File: config.mk
export PLATFORM = sky130hd
export DESIGN_NAME = gci_hub
export DESIGN_NICKNAME = d
export VERILOG_FILES = /design/src/logic/gci_pkg.sv /design/src/logic/gci_if.sv /design/src/logic/node_info_table.sv /design/src/logic/node_addr_decoder.sv /design/src/logic/access_sequencer.sv /design/src/logic/hub_info_memory.sv /design/src/logic/irq_priority_arbiter.sv /design/src/logic/gci_hub.sv
export VERILOG_INCLUDE_DIRS = /design/src /design/src/logic
export SDC_FILE = /design/constraint.sdc
export NUM_CORES = 1
export LEC_CHECK = 0
export BUFFER_PORTS_ARGS = -buffer_cell sky130_fd_sc_hd__buf_2
export CORE_MARGIN = 5
export CORE_UTILIZATION = 52
export DETAILED_ROUTE_END_ITERATION = 16
export GPL_TIMING_DRIVEN = 0
export PLACE_DENSITY = 0.79
export SYNTH_ARGS = -nofsm -noshare
export SYNTH_HDL_FRONTEND = slang
export SYNTH_SLANG_ARGS = --single-unit
File: constraint.sdc
create_clock -name iCLOCK -period 8 [get_ports iCLOCK]
set_clock_uncertainty 0.1 [all_clocks]
set_input_delay 1.6 -clock iCLOCK [delete_from_list [all_inputs] [get_ports iCLOCK]]
set_output_delay 1.6 -clock iCLOCK [all_outputs]
set_load 0.01 [all_outputs]
File: src/logic/gci_params.svh
`ifndef GCI_PARAMS_SVH
`define GCI_PARAMS_SVH

// Number of device nodes behind the hub
`define GCI_NODE_COUNT 4

// Address and data share one width
`define GCI_DATA_WIDTH 32

`define GCI_PRIO_WIDTH 8

// Interrupt number handed to the CPU
`define GCI_IRQ_NUM_WIDTH 6

// Bytes of hub info space at the bottom of the window
`define GCI_INFO_SPACE 1024

`endif

File: src/logic/gci_pkg.sv
`include "gci_params.svh"

package gci_pkg;

	typedef logic [`GCI_DATA_WIDTH-1:0] addr_t;
	typedef logic [`GCI_DATA_WIDTH-1:0] data_t;
	typedef logic [`GCI_PRIO_WIDTH-1:0] prio_t;

	// 0 is info memory, 1 to 4 the nodes
	typedef logic [2:0] node_id_t;

	typedef logic [`GCI_IRQ_NUM_WIDTH-1:0] irq_num_t;

	// One CPU access in flight
	typedef enum logic [1:0] {
		SEQ_IDLE,
		SEQ_WAIT_DEV,	// Request issued, waiting for target ack
		SEQ_WAIT_CPU	// Read data offered to CPU
	} seq_state_t;

	typedef enum logic [1:0] {
		IRQ_IDLE,
		IRQ_PRESENT,	// Winner shown to CPU
		IRQ_ACK			// Ack pulse back to the node
	} irq_state_t;

endpackage

File: src/logic/gci_if.sv
`timescale 1ns/10ps
`include "gci_params.svh"

// Announced node table, one entry per node
interface node_info_if import gci_pkg::*; ();
	logic [`GCI_NODE_COUNT-1:0] registered;
	prio_t prio [`GCI_NODE_COUNT];
	addr_t memsize [`GCI_NODE_COUNT];
	logic all_received;	// Every present node has announced

	modport tbl (
		output registered, prio, memsize, all_received
	);

	modport reader (
		input registered, prio, memsize, all_received
	);
endinterface

// Hub side access bus toward info memory and the nodes
interface dev_access_if import gci_pkg::*; ();
	logic [`GCI_NODE_COUNT:0] req;	// Bit 0 info memory, bits 1..4 nodes
	logic rw;						// 1 write, 0 read
	addr_t addr;					// Node local address
	data_t wdata;
	logic [`GCI_NODE_COUNT:0] ack;
	data_t rdata [`GCI_NODE_COUNT+1];

	modport master (
		output req, rw, addr, wdata,
		input ack, rdata
	);

	modport target (
		input req, rw, addr, wdata,
		output ack, rdata
	);
endinterface

File: src/logic/node_info_table.sv
`timescale 1ns/10ps
`include "gci_params.svh"

module node_info_table import gci_pkg::*; (
	input logic iCLOCK,
	input logic inRESET,
	input logic [`GCI_NODE_COUNT-1:0] dev_present,
	input logic [`GCI_NODE_COUNT-1:0] dev_info_valid,
	input prio_t dev_info_priority [`GCI_NODE_COUNT],
	input addr_t dev_info_memsize [`GCI_NODE_COUNT],
	node_info_if.tbl info
);
	logic [`GCI_NODE_COUNT-1:0] registered_q;
	prio_t prio_q [`GCI_NODE_COUNT];
	addr_t memsize_q [`GCI_NODE_COUNT];

	always_ff @(posedge iCLOCK or negedge inRESET) begin
		if (!inRESET) begin
			registered_q <= '0;
			for (int i = 0; i < `GCI_NODE_COUNT; i++) begin
				prio_q[i] <= '0;
				memsize_q[i] <= '0;	// Unannounced nodes take no address space
			end
		end else begin
			for (int i = 0; i < `GCI_NODE_COUNT; i++) begin
				if (dev_info_valid[i]) begin
					prio_q[i] <= dev_info_priority[i];	// Priority may change any time
					if (!registered_q[i]) begin
						registered_q[i] <= 1'b1;
						memsize_q[i] <= dev_info_memsize[i];	// First pulse only
					end
				end
			end
		end
	end

	assign info.registered = registered_q;
	assign info.prio = prio_q;
	assign info.memsize = memsize_q;

	// Absent nodes never hold up the CPU
	assign info.all_received = &(~dev_present | registered_q);

	// Region map must not move once a node is in it
	for (genvar i = 0; i < `GCI_NODE_COUNT; i++) begin : g_size_check
		a_memsize_fixed: assert property (
			@(posedge iCLOCK) disable iff (!inRESET)
			registered_q[i] |=> $stable(memsize_q[i])
		);
	end

endmodule

File: src/logic/node_addr_decoder.sv
`timescale 1ns/10ps
`include "gci_params.svh"

module node_addr_decoder import gci_pkg::*; (
	node_info_if.reader info,
	input addr_t cpu_addr,
	output node_id_t target_id,
	output addr_t local_addr
);

	// Regions follow the info space back to back in node order
	always_comb begin
		addr_t base;
		addr_t limit;

		target_id = '0;
		local_addr = '0;	// Out of range reads info word 0
		base = addr_t'(`GCI_INFO_SPACE);
		limit = base;
		if (cpu_addr < addr_t'(`GCI_INFO_SPACE)) begin
			local_addr = cpu_addr;
		end else begin
			for (int i = 0; i < `GCI_NODE_COUNT; i++) begin
				limit = base + info.memsize[i];
				if (target_id == '0 && cpu_addr < limit) begin	// Earlier regions missed
					target_id = node_id_t'(i + 1);
					local_addr = cpu_addr - base;
				end
				base = limit;
			end
		end
	end

endmodule

File: src/logic/access_sequencer.sv
`timescale 1ns/10ps
`include "gci_params.svh"

module access_sequencer import gci_pkg::*; (
	input logic iCLOCK,
	input logic inRESET,
	input logic cpu_req,
	input logic cpu_rw,
	input data_t cpu_wdata,
	input logic cpu_rbusy,
	input node_id_t target_id,
	input addr_t local_addr,
	input logic all_received,
	output logic cpu_busy,
	output logic cpu_rvalid,
	output data_t cpu_rdata,
	dev_access_if.master bus
);
	seq_state_t state_q;
	node_id_t target_q;
	logic rw_q;
	logic rvalid_q;
	logic [`GCI_NODE_COUNT:0] req_q;
	addr_t addr_q;
	data_t wdata_q;
	data_t rdata_q;
	logic start;
	logic target_ack;

	assign cpu_busy = !all_received || state_q != SEQ_IDLE;
	assign start = cpu_req && !cpu_busy;
	assign target_ack = bus.ack[target_q];

	always_ff @(posedge iCLOCK or negedge inRESET) begin
		if (!inRESET) begin
			state_q <= SEQ_IDLE;
			target_q <= '0;
			rw_q <= 1'b0;
			rvalid_q <= 1'b0;
			req_q <= '0;
		end else begin
			case (state_q)
				SEQ_IDLE: begin
					if (start) begin
						req_q <= {{`GCI_NODE_COUNT{1'b0}}, 1'b1} << target_id;
						target_q <= target_id;
						rw_q <= cpu_rw;
						state_q <= SEQ_WAIT_DEV;
					end
				end
				SEQ_WAIT_DEV: begin
					req_q <= '0;	// Single cycle strobe
					if (target_ack) begin
						rvalid_q <= 1'b1;
						state_q <= SEQ_WAIT_CPU;
					end
				end
				SEQ_WAIT_CPU: begin
					if (!cpu_rbusy) begin	// CPU took the data
						rvalid_q <= 1'b0;
						state_q <= SEQ_IDLE;
					end
				end
				default: state_q <= SEQ_IDLE;
			endcase
		end
	end

	// Access payload
	always_ff @(posedge iCLOCK) begin
		if (start) begin
			addr_q <= local_addr;
			wdata_q <= cpu_wdata;
		end
		if (state_q == SEQ_WAIT_DEV && target_ack)
			rdata_q <= bus.rdata[target_q];
	end

	assign bus.req = req_q;
	assign bus.rw = rw_q;
	assign bus.addr = addr_q;
	assign bus.wdata = wdata_q;

	assign cpu_rvalid = rvalid_q;
	assign cpu_rdata = rdata_q;

	a_req_onehot: assert property (
		@(posedge iCLOCK) disable iff (!inRESET)
		$onehot0(bus.req)
	);

	a_req_single: assert property (
		@(posedge iCLOCK) disable iff (!inRESET)
		(bus.req != '0) |=> (bus.req == '0)
	);

	a_rvalid_state: assert property (
		@(posedge iCLOCK) disable iff (!inRESET)
		cpu_rvalid |-> state_q == SEQ_WAIT_CPU
	);

endmodule

File: src/logic/hub_info_memory.sv
`timescale 1ns/10ps
`include "gci_params.svh"

module hub_info_memory import gci_pkg::*; (
	input logic iCLOCK,
	input logic inRESET,
	node_info_if.reader info,
	dev_access_if.target bus
);
	logic ack_q;
	data_t rdata_q;
	data_t word;
	logic [7:0] word_idx;

	assign word_idx = bus.addr[9:2];

	// Even words hold sizes, odd words priorities
	always_comb begin
		word = '0;
		for (int k = 0; k < `GCI_NODE_COUNT; k++) begin
			if (word_idx == 8'(2 * k))
				word = info.memsize[k];
			if (word_idx == 8'(2 * k + 1))
				word = data_t'(info.prio[k]);
		end
		if (bus.rw)
			word = '0;	// Read only space
	end

	always_ff @(posedge iCLOCK or negedge inRESET) begin
		if (!inRESET)
			ack_q <= 1'b0;
		else
			ack_q <= bus.req[0];	// Fixed one cycle answer
	end

	always_ff @(posedge iCLOCK) begin
		if (bus.req[0])
			rdata_q <= word;
	end

	assign bus.ack[0] = ack_q;
	assign bus.rdata[0] = rdata_q;

endmodule

File: src/logic/irq_priority_arbiter.sv
`timescale 1ns/10ps
`include "gci_params.svh"

module irq_priority_arbiter import gci_pkg::*; (
	input logic iCLOCK,
	input logic inRESET,
	node_info_if.reader info,
	input logic [`GCI_NODE_COUNT-1:0] dev_irq,
	output logic [`GCI_NODE_COUNT-1:0] dev_irq_ack,
	output logic cpu_irq_req,
	output irq_num_t cpu_irq_num,
	input logic cpu_irq_ack
);
	irq_state_t state_q;
	irq_num_t num_q;
	irq_num_t win_num;
	prio_t win_prio;
	logic [`GCI_NODE_COUNT-1:0] pending;

	assign pending = dev_irq & info.registered;

	// Strict compare keeps the lower index on a tie
	always_comb begin
		win_num = '0;
		win_prio = '0;
		for (int i = 0; i < `GCI_NODE_COUNT; i++) begin
			if (pending[i] && (win_num == '0 || info.prio[i] > win_prio)) begin
				win_num = irq_num_t'(i + 1);
				win_prio = info.prio[i];
			end
		end
	end

	always_ff @(posedge iCLOCK or negedge inRESET) begin
		if (!inRESET) begin
			state_q <= IRQ_IDLE;
			num_q <= '0;
		end else begin
			case (state_q)
				IRQ_IDLE: begin
					if (info.all_received && pending != '0) begin
						num_q <= win_num;
						state_q <= IRQ_PRESENT;
					end
				end
				IRQ_PRESENT: if (cpu_irq_ack) state_q <= IRQ_ACK;
				IRQ_ACK: state_q <= IRQ_IDLE;	// Node drops irq on the ack pulse
				default: state_q <= IRQ_IDLE;
			endcase
		end
	end

	assign cpu_irq_req = state_q == IRQ_PRESENT;
	assign cpu_irq_num = num_q;

	for (genvar i = 0; i < `GCI_NODE_COUNT; i++) begin : g_ack
		assign dev_irq_ack[i] = state_q == IRQ_ACK && num_q == irq_num_t'(i + 1);
	end

	a_irq_num_range: assert property (
		@(posedge iCLOCK) disable iff (!inRESET)
		cpu_irq_req |-> (cpu_irq_num >= 1 && cpu_irq_num <= `GCI_NODE_COUNT)
	);

endmodule

File: src/logic/gci_hub.sv
`timescale 1ns/10ps
`include "gci_params.svh"

module gci_hub import gci_pkg::*; (
	input logic iCLOCK,
	input logic inRESET,
	// CPU data side
	input logic cpu_req,
	input logic cpu_rw,
	input addr_t cpu_addr,
	input data_t cpu_wdata,
	input logic cpu_rbusy,
	output logic cpu_busy,
	output logic cpu_rvalid,
	output data_t cpu_rdata,
	// CPU interrupt side
	output logic cpu_irq_req,
	output irq_num_t cpu_irq_num,
	input logic cpu_irq_ack,
	// Nodes, index 0 is node 1
	input logic [`GCI_NODE_COUNT-1:0] dev_present,
	input logic [`GCI_NODE_COUNT-1:0] dev_info_valid,
	input prio_t dev_info_priority [`GCI_NODE_COUNT],
	input addr_t dev_info_memsize [`GCI_NODE_COUNT],
	input logic [`GCI_NODE_COUNT-1:0] dev_ack,
	input data_t dev_rdata [`GCI_NODE_COUNT],
	input logic [`GCI_NODE_COUNT-1:0] dev_irq,
	output logic [`GCI_NODE_COUNT-1:0] dev_req,
	output logic dev_rw,
	output addr_t dev_addr,
	output data_t dev_wdata,
	output logic [`GCI_NODE_COUNT-1:0] dev_irq_ack
);
	node_info_if u_info ();
	dev_access_if u_bus ();

	node_id_t target_id;
	addr_t local_addr;

	node_info_table i_node_info_table (
		.iCLOCK(iCLOCK),
		.inRESET(inRESET),
		.dev_present(dev_present),
		.dev_info_valid(dev_info_valid),
		.dev_info_priority(dev_info_priority),
		.dev_info_memsize(dev_info_memsize),
		.info(u_info)
	);

	node_addr_decoder i_node_addr_decoder (
		.info(u_info),
		.cpu_addr(cpu_addr),
		.target_id(target_id),
		.local_addr(local_addr)
	);

	access_sequencer i_access_sequencer (
		.iCLOCK(iCLOCK),
		.inRESET(inRESET),
		.cpu_req(cpu_req),
		.cpu_rw(cpu_rw),
		.cpu_wdata(cpu_wdata),
		.cpu_rbusy(cpu_rbusy),
		.target_id(target_id),
		.local_addr(local_addr),
		.all_received(u_info.all_received),
		.cpu_busy(cpu_busy),
		.cpu_rvalid(cpu_rvalid),
		.cpu_rdata(cpu_rdata),
		.bus(u_bus)
	);

	hub_info_memory i_hub_info_memory (
		.iCLOCK(iCLOCK),
		.inRESET(inRESET),
		.info(u_info),
		.bus(u_bus)
	);

	irq_priority_arbiter i_irq_priority_arbiter (
		.iCLOCK(iCLOCK),
		.inRESET(inRESET),
		.info(u_info),
		.dev_irq(dev_irq),
		.dev_irq_ack(dev_irq_ack),
		.cpu_irq_req(cpu_irq_req),
		.cpu_irq_num(cpu_irq_num),
		.cpu_irq_ack(cpu_irq_ack)
	);

	// Node ports sit on bus bits 1..4
	assign dev_req = u_bus.req[`GCI_NODE_COUNT:1];
	assign dev_rw = u_bus.rw;
	assign dev_addr = u_bus.addr;
	assign dev_wdata = u_bus.wdata;
	assign u_bus.ack[`GCI_NODE_COUNT:1] = dev_ack;

	for (genvar i = 0; i < `GCI_NODE_COUNT; i++) begin : g_rdata
		assign u_bus.rdata[i + 1] = dev_rdata[i];
	end

endmodule

==> flow_metrics.py, run 1 <==
metrics = {
    "placement": {
        "dpl.cell_count": 3893,
        "hpwl_um": 76000,
        "place_area_um2": 29000,
        "gp_congestion": 0.982,
        "pre_cts_slack_ps": -1770,
        "port_buffers": 481,
    },
    "clock_tree": {
        "clock_latency_ps": 580,
        "cts_num_sinks": 310,
        "cts_root_buf": "clkbuf_16",
        "clk_pin_slew_ps": 60,
        "htreeDepth": 2,
        "holdBufCountCts": 0,
        "cts_tree": "done",
        "cts_buffer_depth": 3,
        "cts_buffers": 36,
    },
    "power": {
        "ir_drop_uv": 182,
        "power_leakage_nw": 14.4,
        "p_per_area_nw_per_um2": 415,
        "p_total_mw": 13.1,
    },
    "floorplan": {
        "row_count": 81,
        "chipWidth_um": 232,
        "core_area_um2": 48800,
        "die_y_um": 232,
        "die-area_um2": 53900,
        "initial_core_util_pct": 52.6,
        "ios": 488,
    },
    "route": {
        "drtAntennaViolNets": 0,
        "drc_errors": 0,
        "detail_route.wl_per_cell_um": 23.2,
        "wl_um": 93800,
        "viasPerCell": 6.11,
        "num_vias": 24700,
        "dr.pass1.iters": 6,
        "first_iter_violations": 2902,
    },
    "cells_and_area": {
        "fill_cells": 4034,
        "post-route-util_pct": 64.8,
        "areaGrowthSynthToFinish_pct": 23.3,
        "layout-drive-gt1-share_pct": 27.7,
        "nets": 3980,
        "finalInstanceArea_um2": 31700,
        "instances_no_fill": 4049,
    },
    "logic_synthesis": {
        "synth.most_common_cell": "a21oi_1",
        "netlist_instances": 2744,
        "synth_top_area_cell": "dfrtp_1",
        "yosysUniqueCellTypes": 97,
        "synthFlopType": "dfrtp_1",
        "ys_seq_elements": 310,
        "synthesis.yosys.warnings": 0,
        "netlist_top_cells_area": "dfrtp_1 (18%), edfxtp_1 (15%), ha_1 (12%), mux2_2 (6.0%), a21oi_1 (5.1%)",
        "yosys-top-cells-count": "a21oi_1 (261), ha_1 (256), nand2_1 (213)",
        "netlist.area_leader.share_pct": 17.7,
        "syn_area_um2": 25700,
        "synth_edf_count": 128,
        "synth.avg_cell_area_um2": 9.36,
        "async_reset_ff_share_pct": 58.7,
        "synth_seq_area_share_pct": 32.7,
    },
    "global_route": {
        "gr-total-overflow": 0,
        "grt_pass1_vias": 23300,
        "gr-usage-all-layers_pct": 32.8,
        "grt_start_max_net_pins": 124,
        "antenna_found_initial": 22,
        "grt_pass1_wl_um": 136000,
    },
    "timing": {
        "finalSetupViolations": 34,
        "fmax_ghz": 0.118,
        "slew_headroom_pct": 10.4,
        "whs_ps": 412,
        "slew_viol_final": 0,
        "tightestPinTransition_ps": 1340,
        "fin_tns_setup_ps": -13960,
        "post-route-min-period_ps": 8500,
        "rsz0062_at_grt": "yes",
        "fin_ws_ps": -500,
        "hold_violations": 0,
        "period_share_pct": 106,
    },
    "run_status": {
        "violations": "setup timing",
        "status": "complete, but fails checks",
    },
    "setup_path": {
        "required_ps": 8260,
        "crit_arrival_ps": 8760,
        "crit_type": "reg2reg",
        "crit_path_max_fanout": 7,
        "start_kind": "flip-flop",
        "critPathSlowestCell": "dfrtp_1",
        "slowest_delay_ps": 420,
        "cp-end-kind": "flip-flop",
    },
    "worst_hold_path": {
        "hp-class": "reg2reg",
    },
    "job": {
        "drv_cap": 0,
    },
}
## worst max-delay path: cells and delay by family, from the launching register on
kind / cells / cell delay, ps
compound gates: 19 / 3730
xor+xnor: 3 / 510
fa+ha+maj: 5 / 1500
buf+inv: 5 / 730
flops: 1 / 420
simple gates: 8 / 1300
## cell usage in the layout (no fill, tap or decap), drive strengths merged, types with 73 or more instances in the layout
cell,n
inv,166
ha,256
clkbuf,117
o21ai,180
xor2,76
nand2,214
a21oi,264
buf,590
xnor2,126
a21o,94
edfxtp,128
nor2,161
dfrtp,182
mux2,137
mux2i,73
## cell type report
| cell class | instances | area [µm²] | share of cell area [%] |
|---|---|---|---|
| diodes | 14 | 35.0 | 0.111 |
| plain buffers | 100 | 464 | 1.47 |
| clock buffers | 47 | 993 | 3.14 |
| clock inverters | 18 | 270 | 0.853 |
| inverters | 163 | 612 | 1.93 |
| multi-input cells | 2173 | 16900 | 53.5 |
| flip-flops and latches | 310 | 8400 | 26.5 |
| well taps | 664 | 831 | 2.62 |
| repair buffers | 560 | 3130 | 9.89 |
## what timing repair did
item | 4_1_cts | 5_1_grt
setup buffers | 48 | 30
setup endpoints to repair | 38 | 41
cloned | 1 | 1
hold endpoints to repair | 0 | 0
resized for setup | 87 | 77
pin swaps | 29 | 57
## metal layers
| metal | part of all wire, % | wire length, µm | GRT usage [%] | vias to the layer above |
|---|---|---|---|---|
| met5 | 0.041 | 38 | 0 | - |
| met4 | 5.2 | 4850 | 14.1 | 6 |
| met3 | 10 | 9830 | 6.71 | 239 |
| met2 | 44 | 41500 | 51.5 | 1378 |
| met1 | 40 | 37600 | 44.1 | 11700 |
| li1 | - | - | - | 11400 |
## state kept, by name, summed over array words and instances (netlist names), 3 cells and up
register                            flops
i_access_sequencer.target_q             3
i_access_sequencer.cpu_rdata           32
i_access_sequencer.bus.addr            32
i_node_info_table.info.memsize        128
i_irq_priority_arbiter.cpu_irq_num      3
i_node_info_table.info.registered       4
i_hub_info_memory.rdata_q              32
i_access_sequencer.bus.req              5
i_access_sequencer.bus.wdata           32
i_node_info_table.info.prio            32
## worst paths after layout
path | start | endpoint | slack [ps] | cells past startpoint
max in group asynchronous | inRESET | i_node_info_table.info.memsize[28] | 5940 | 2
setup / recovery | i_node_info_table.info.memsize[107] | i_access_sequencer.bus.addr[0] | -500 | 40
setup reg to reg | i_node_info_table.info.memsize[107] | i_access_sequencer.bus.addr[0] | -500 | 40
hold / removal | i_access_sequencer.bus.req[3] | i_access_sequencer.bus.req[3] | 410 | 2
min in group asynchronous | inRESET | i_node_info_table.info.prio[31] | 860 | 1
hold reg to reg | i_access_sequencer.bus.req[3] | i_access_sequencer.bus.req[3] | 410 | 2
## power breakdown
part / internal [mW] / leakage, nW / total (mW) / switching, mW
logic: 3.85 / 10.5 / 9.10 / 5.25
clock network: 1.08 / 0.602 / 1.76 / 0.681
registers: 2.06 / 3.39 / 2.27 / 0.209
## cell families after synthesis
family / after synthesis / share of synthesized area, %
flip-flops: 310 / 32.7
other: 1 / 0.0146
adder cells (fa/ha/maj): 262 / 12.9
buffers and inverters: 263 / 4.08
AO/OA/AOI/OAI: 844 / 21.6
XOR/XNOR: 203 / 7.01
multiplexers: 220 / 9.73
AND/OR/NAND/NOR: 641 / 11.9
(Power assumes the default switching activity.)
==> inputs of run 2 (changes only) <==
PLACE_DENSITY = unset   (was 0.79)
PLACE_DENSITY_LB_ADDON = 0.2   (was unset)
==> run 2 against run 1 <==
The run still ends with setup timing left. Sequential power barely moved. Die area is the same. Count of clock-buffer cells in the layout grew 2. Utilization is 0.24 points higher. Cell area rose by 0.36%.
==> flow_metrics.py, run 2 (same netlist as run 1, synthesis figures left out) <==
metrics = {
    "clock_tree": {
        "holdBufCountCts": 0,
        "cts_num_sinks": 310,
        "clock_latency_ps": 570,
        "clk_pin_slew_ps": 60,
        "cts_root_buf": "clkbuf_16",
        "cts_buffers": 37,
        "cts_buffer_depth": 3,
        "htreeDepth": 2,
        "cts_tree": "done",
    },
    "run_status": {
        "status": "complete, but fails checks",
        "violations": "setup timing",
    },
    "route": {
        "detail_route.wl_per_cell_um": 25.2,
        "viasPerCell": 6.17,
        "dr.pass1.iters": 8,
        "wl_um": 102000,
        "first_iter_violations": 2662,
        "num_vias": 25000,
        "drtAntennaViolNets": 0,
        "drc_errors": 0,
    },
    "setup_path": {
        "required_ps": 8290,
        "crit_buf_inv": 4,
        "cp_common_cell": "a21o_1",
        "critPathSlowestCell": "dfrtp_1",
        "r2r_setup_slack_ps": -570,
        "cp-end-kind": "flip-flop",
        "crit_path_max_fanout": 6,
        "crit_arrival_ps": 8850,
        "slowest_delay_ps": 410,
        "critPathTopFamily": "compound AO/OA/AOI/OAI gates",
        "start_kind": "flip-flop",
        "crit_type": "reg2reg",
    },
    "cells_and_area": {
        "areaGrowthSynthToFinish_pct": 23.8,
        "layout-drive-gt1-share_pct": 27.8,
        "register_area_um2": 8400,
        "fill_cells": 4090,
        "final_cell_mix": "buf_2 (485), ha_1 (248), a21oi_1 (233), nand2_1 (209), dfrtp_1 (178)",
        "final_common_cell": "buf_2",
        "multi_input_area_um2": 17000,
        "finalInstanceArea_um2": 31800,
        "largest_reg_flops": 128,
        "nets": 3970,
    },
    "global_route": {
        "grt_start_max_net_pins": 117,
        "gr-total-overflow": 0,
        "antenna_found_initial": 30,
        "gr-usage-all-layers_pct": 36.0,
        "grt_pass1_vias": 23900,
        "grt_pass1_wl_um": 147000,
    },
    "placement": {
        "port_buffers": 481,
        "gp_congestion": 1.00,
        "place_area_um2": 29000,
        "hpwl_um": 83800,
    },
    "floorplan": {
        "initial_core_util_pct": 52.6,
        "ios": 488,
        "die-area_um2": 53900,
        "core_area_um2": 48800,
        "row_count": 81,
        "die_y_um": 232,
        "chipWidth_um": 232,
    },
    "power": {
        "ir_drop_uv": 222,
        "p_total_mw": 13.3,
        "p_per_area_nw_per_um2": 420,
        "power_leakage_nw": 14.5,
    },
    "timing": {
        "fmax_ghz": 0.117,
        "fin_ws_ps": -568,
        "period_share_pct": 107,
        "post-route-min-period_ps": 8570,
        "whs_ps": 402,
        "hold_violations": 0,
        "tightestPinTransition_ps": 1110,
        "finalSetupViolations": 34,
        "slew_headroom_pct": 25.6,
        "rsz0062_at_grt": "yes",
        "slew_viol_final": 0,
    },
    "worst_hold_path": {
        "hp-class": "reg2reg",
    },
    "job": {
        "drv_cap": 0,
    },
}
[run 2: layer usage]
| layer | share of wire [%] | up-vias | global-route usage, % |
|---|---|---|---|
| met5 | 0.026 | - | 0 |
| met3 | 11 | 193 | 8.65 |
| met1 | 41 | 12000 | 49.3 |
| li1 | - | 11300 | - |
| met2 | 44 | 1374 | 55.6 |
| met4 | 4.2 | 4 | 13.6 |
[run 2: layout make-up]
| cell class | instances | area share [%] |
|---|---|---|
| diodes | 20 | 0.157 |
| plain buffers | 100 | 1.47 |
| clock buffers | 49 | 3.48 |
| clock inverters | 19 | 0.874 |
| inverters | 163 | 1.93 |
| multi-input cells | 2173 | 53.4 |
| flip-flops and latches | 310 | 26.4 |
| well taps | 664 | 2.61 |
| repair buffers | 549 | 9.63 |
[run 2: repair_timing]
action / CTS / global route
pin swaps: 52 / 74
buffers inserted: 33 / 33
setup endpoints to repair: 38 / 41
cloned: 3 / 0
gates resized for setup: 105 / 66
[run 2: per-stage QoR]
step	util, %	worst slack (ps)	instances	setup TNS [ps]
3_5_place_dp	59.3	-1720	3893	-55820
6_report	65.1	-568	4047	-15210
2_1_floorplan	-	207	2746	0
3_3_place_gp	59.2	-1580	3891	-51970
5_1_grt	65.1	-903	4045	-26760
4_1_cts	63.9	-507	3997	-13000
[run 2: worst register-to-register path: cells and delay by family, from the launching register on]
kind	cells	cell delay [ps]
buffers and inverters	4	460
XOR/XNOR	3	560
flip-flops	1	410
AND/OR/NAND/NOR	7	1320
AO/OA/AOI/OAI	27	4180
adder cells (fa/ha/maj)	5	1360
[run 2: worst paths after layout]
check | start | end | cells past startpoint
hold / removal | i_access_sequencer.bus.req[3] | i_access_sequencer.bus.req[3] | 2
max in group asynchronous | inRESET | i_node_info_table.info.memsize[27] | 2
hold reg to reg | i_access_sequencer.bus.req[3] | i_access_sequencer.bus.req[3] | 2
setup reg to reg | i_node_info_table.info.memsize[64] | i_access_sequencer.bus.addr[11] | 46
setup / recovery | i_node_info_table.info.memsize[64] | i_access_sequencer.bus.addr[11] | 46
min in group asynchronous | inRESET | i_node_info_table.info.prio[31] | 1
[run 2: where the power goes]
group          total (mW)  switching, mW  leakage (nW)  internal [mW]
clock                1.91          0.736         0.669           1.18
combinational        9.14           5.35          10.4           3.79
sequential           2.28          0.221          3.38           2.06
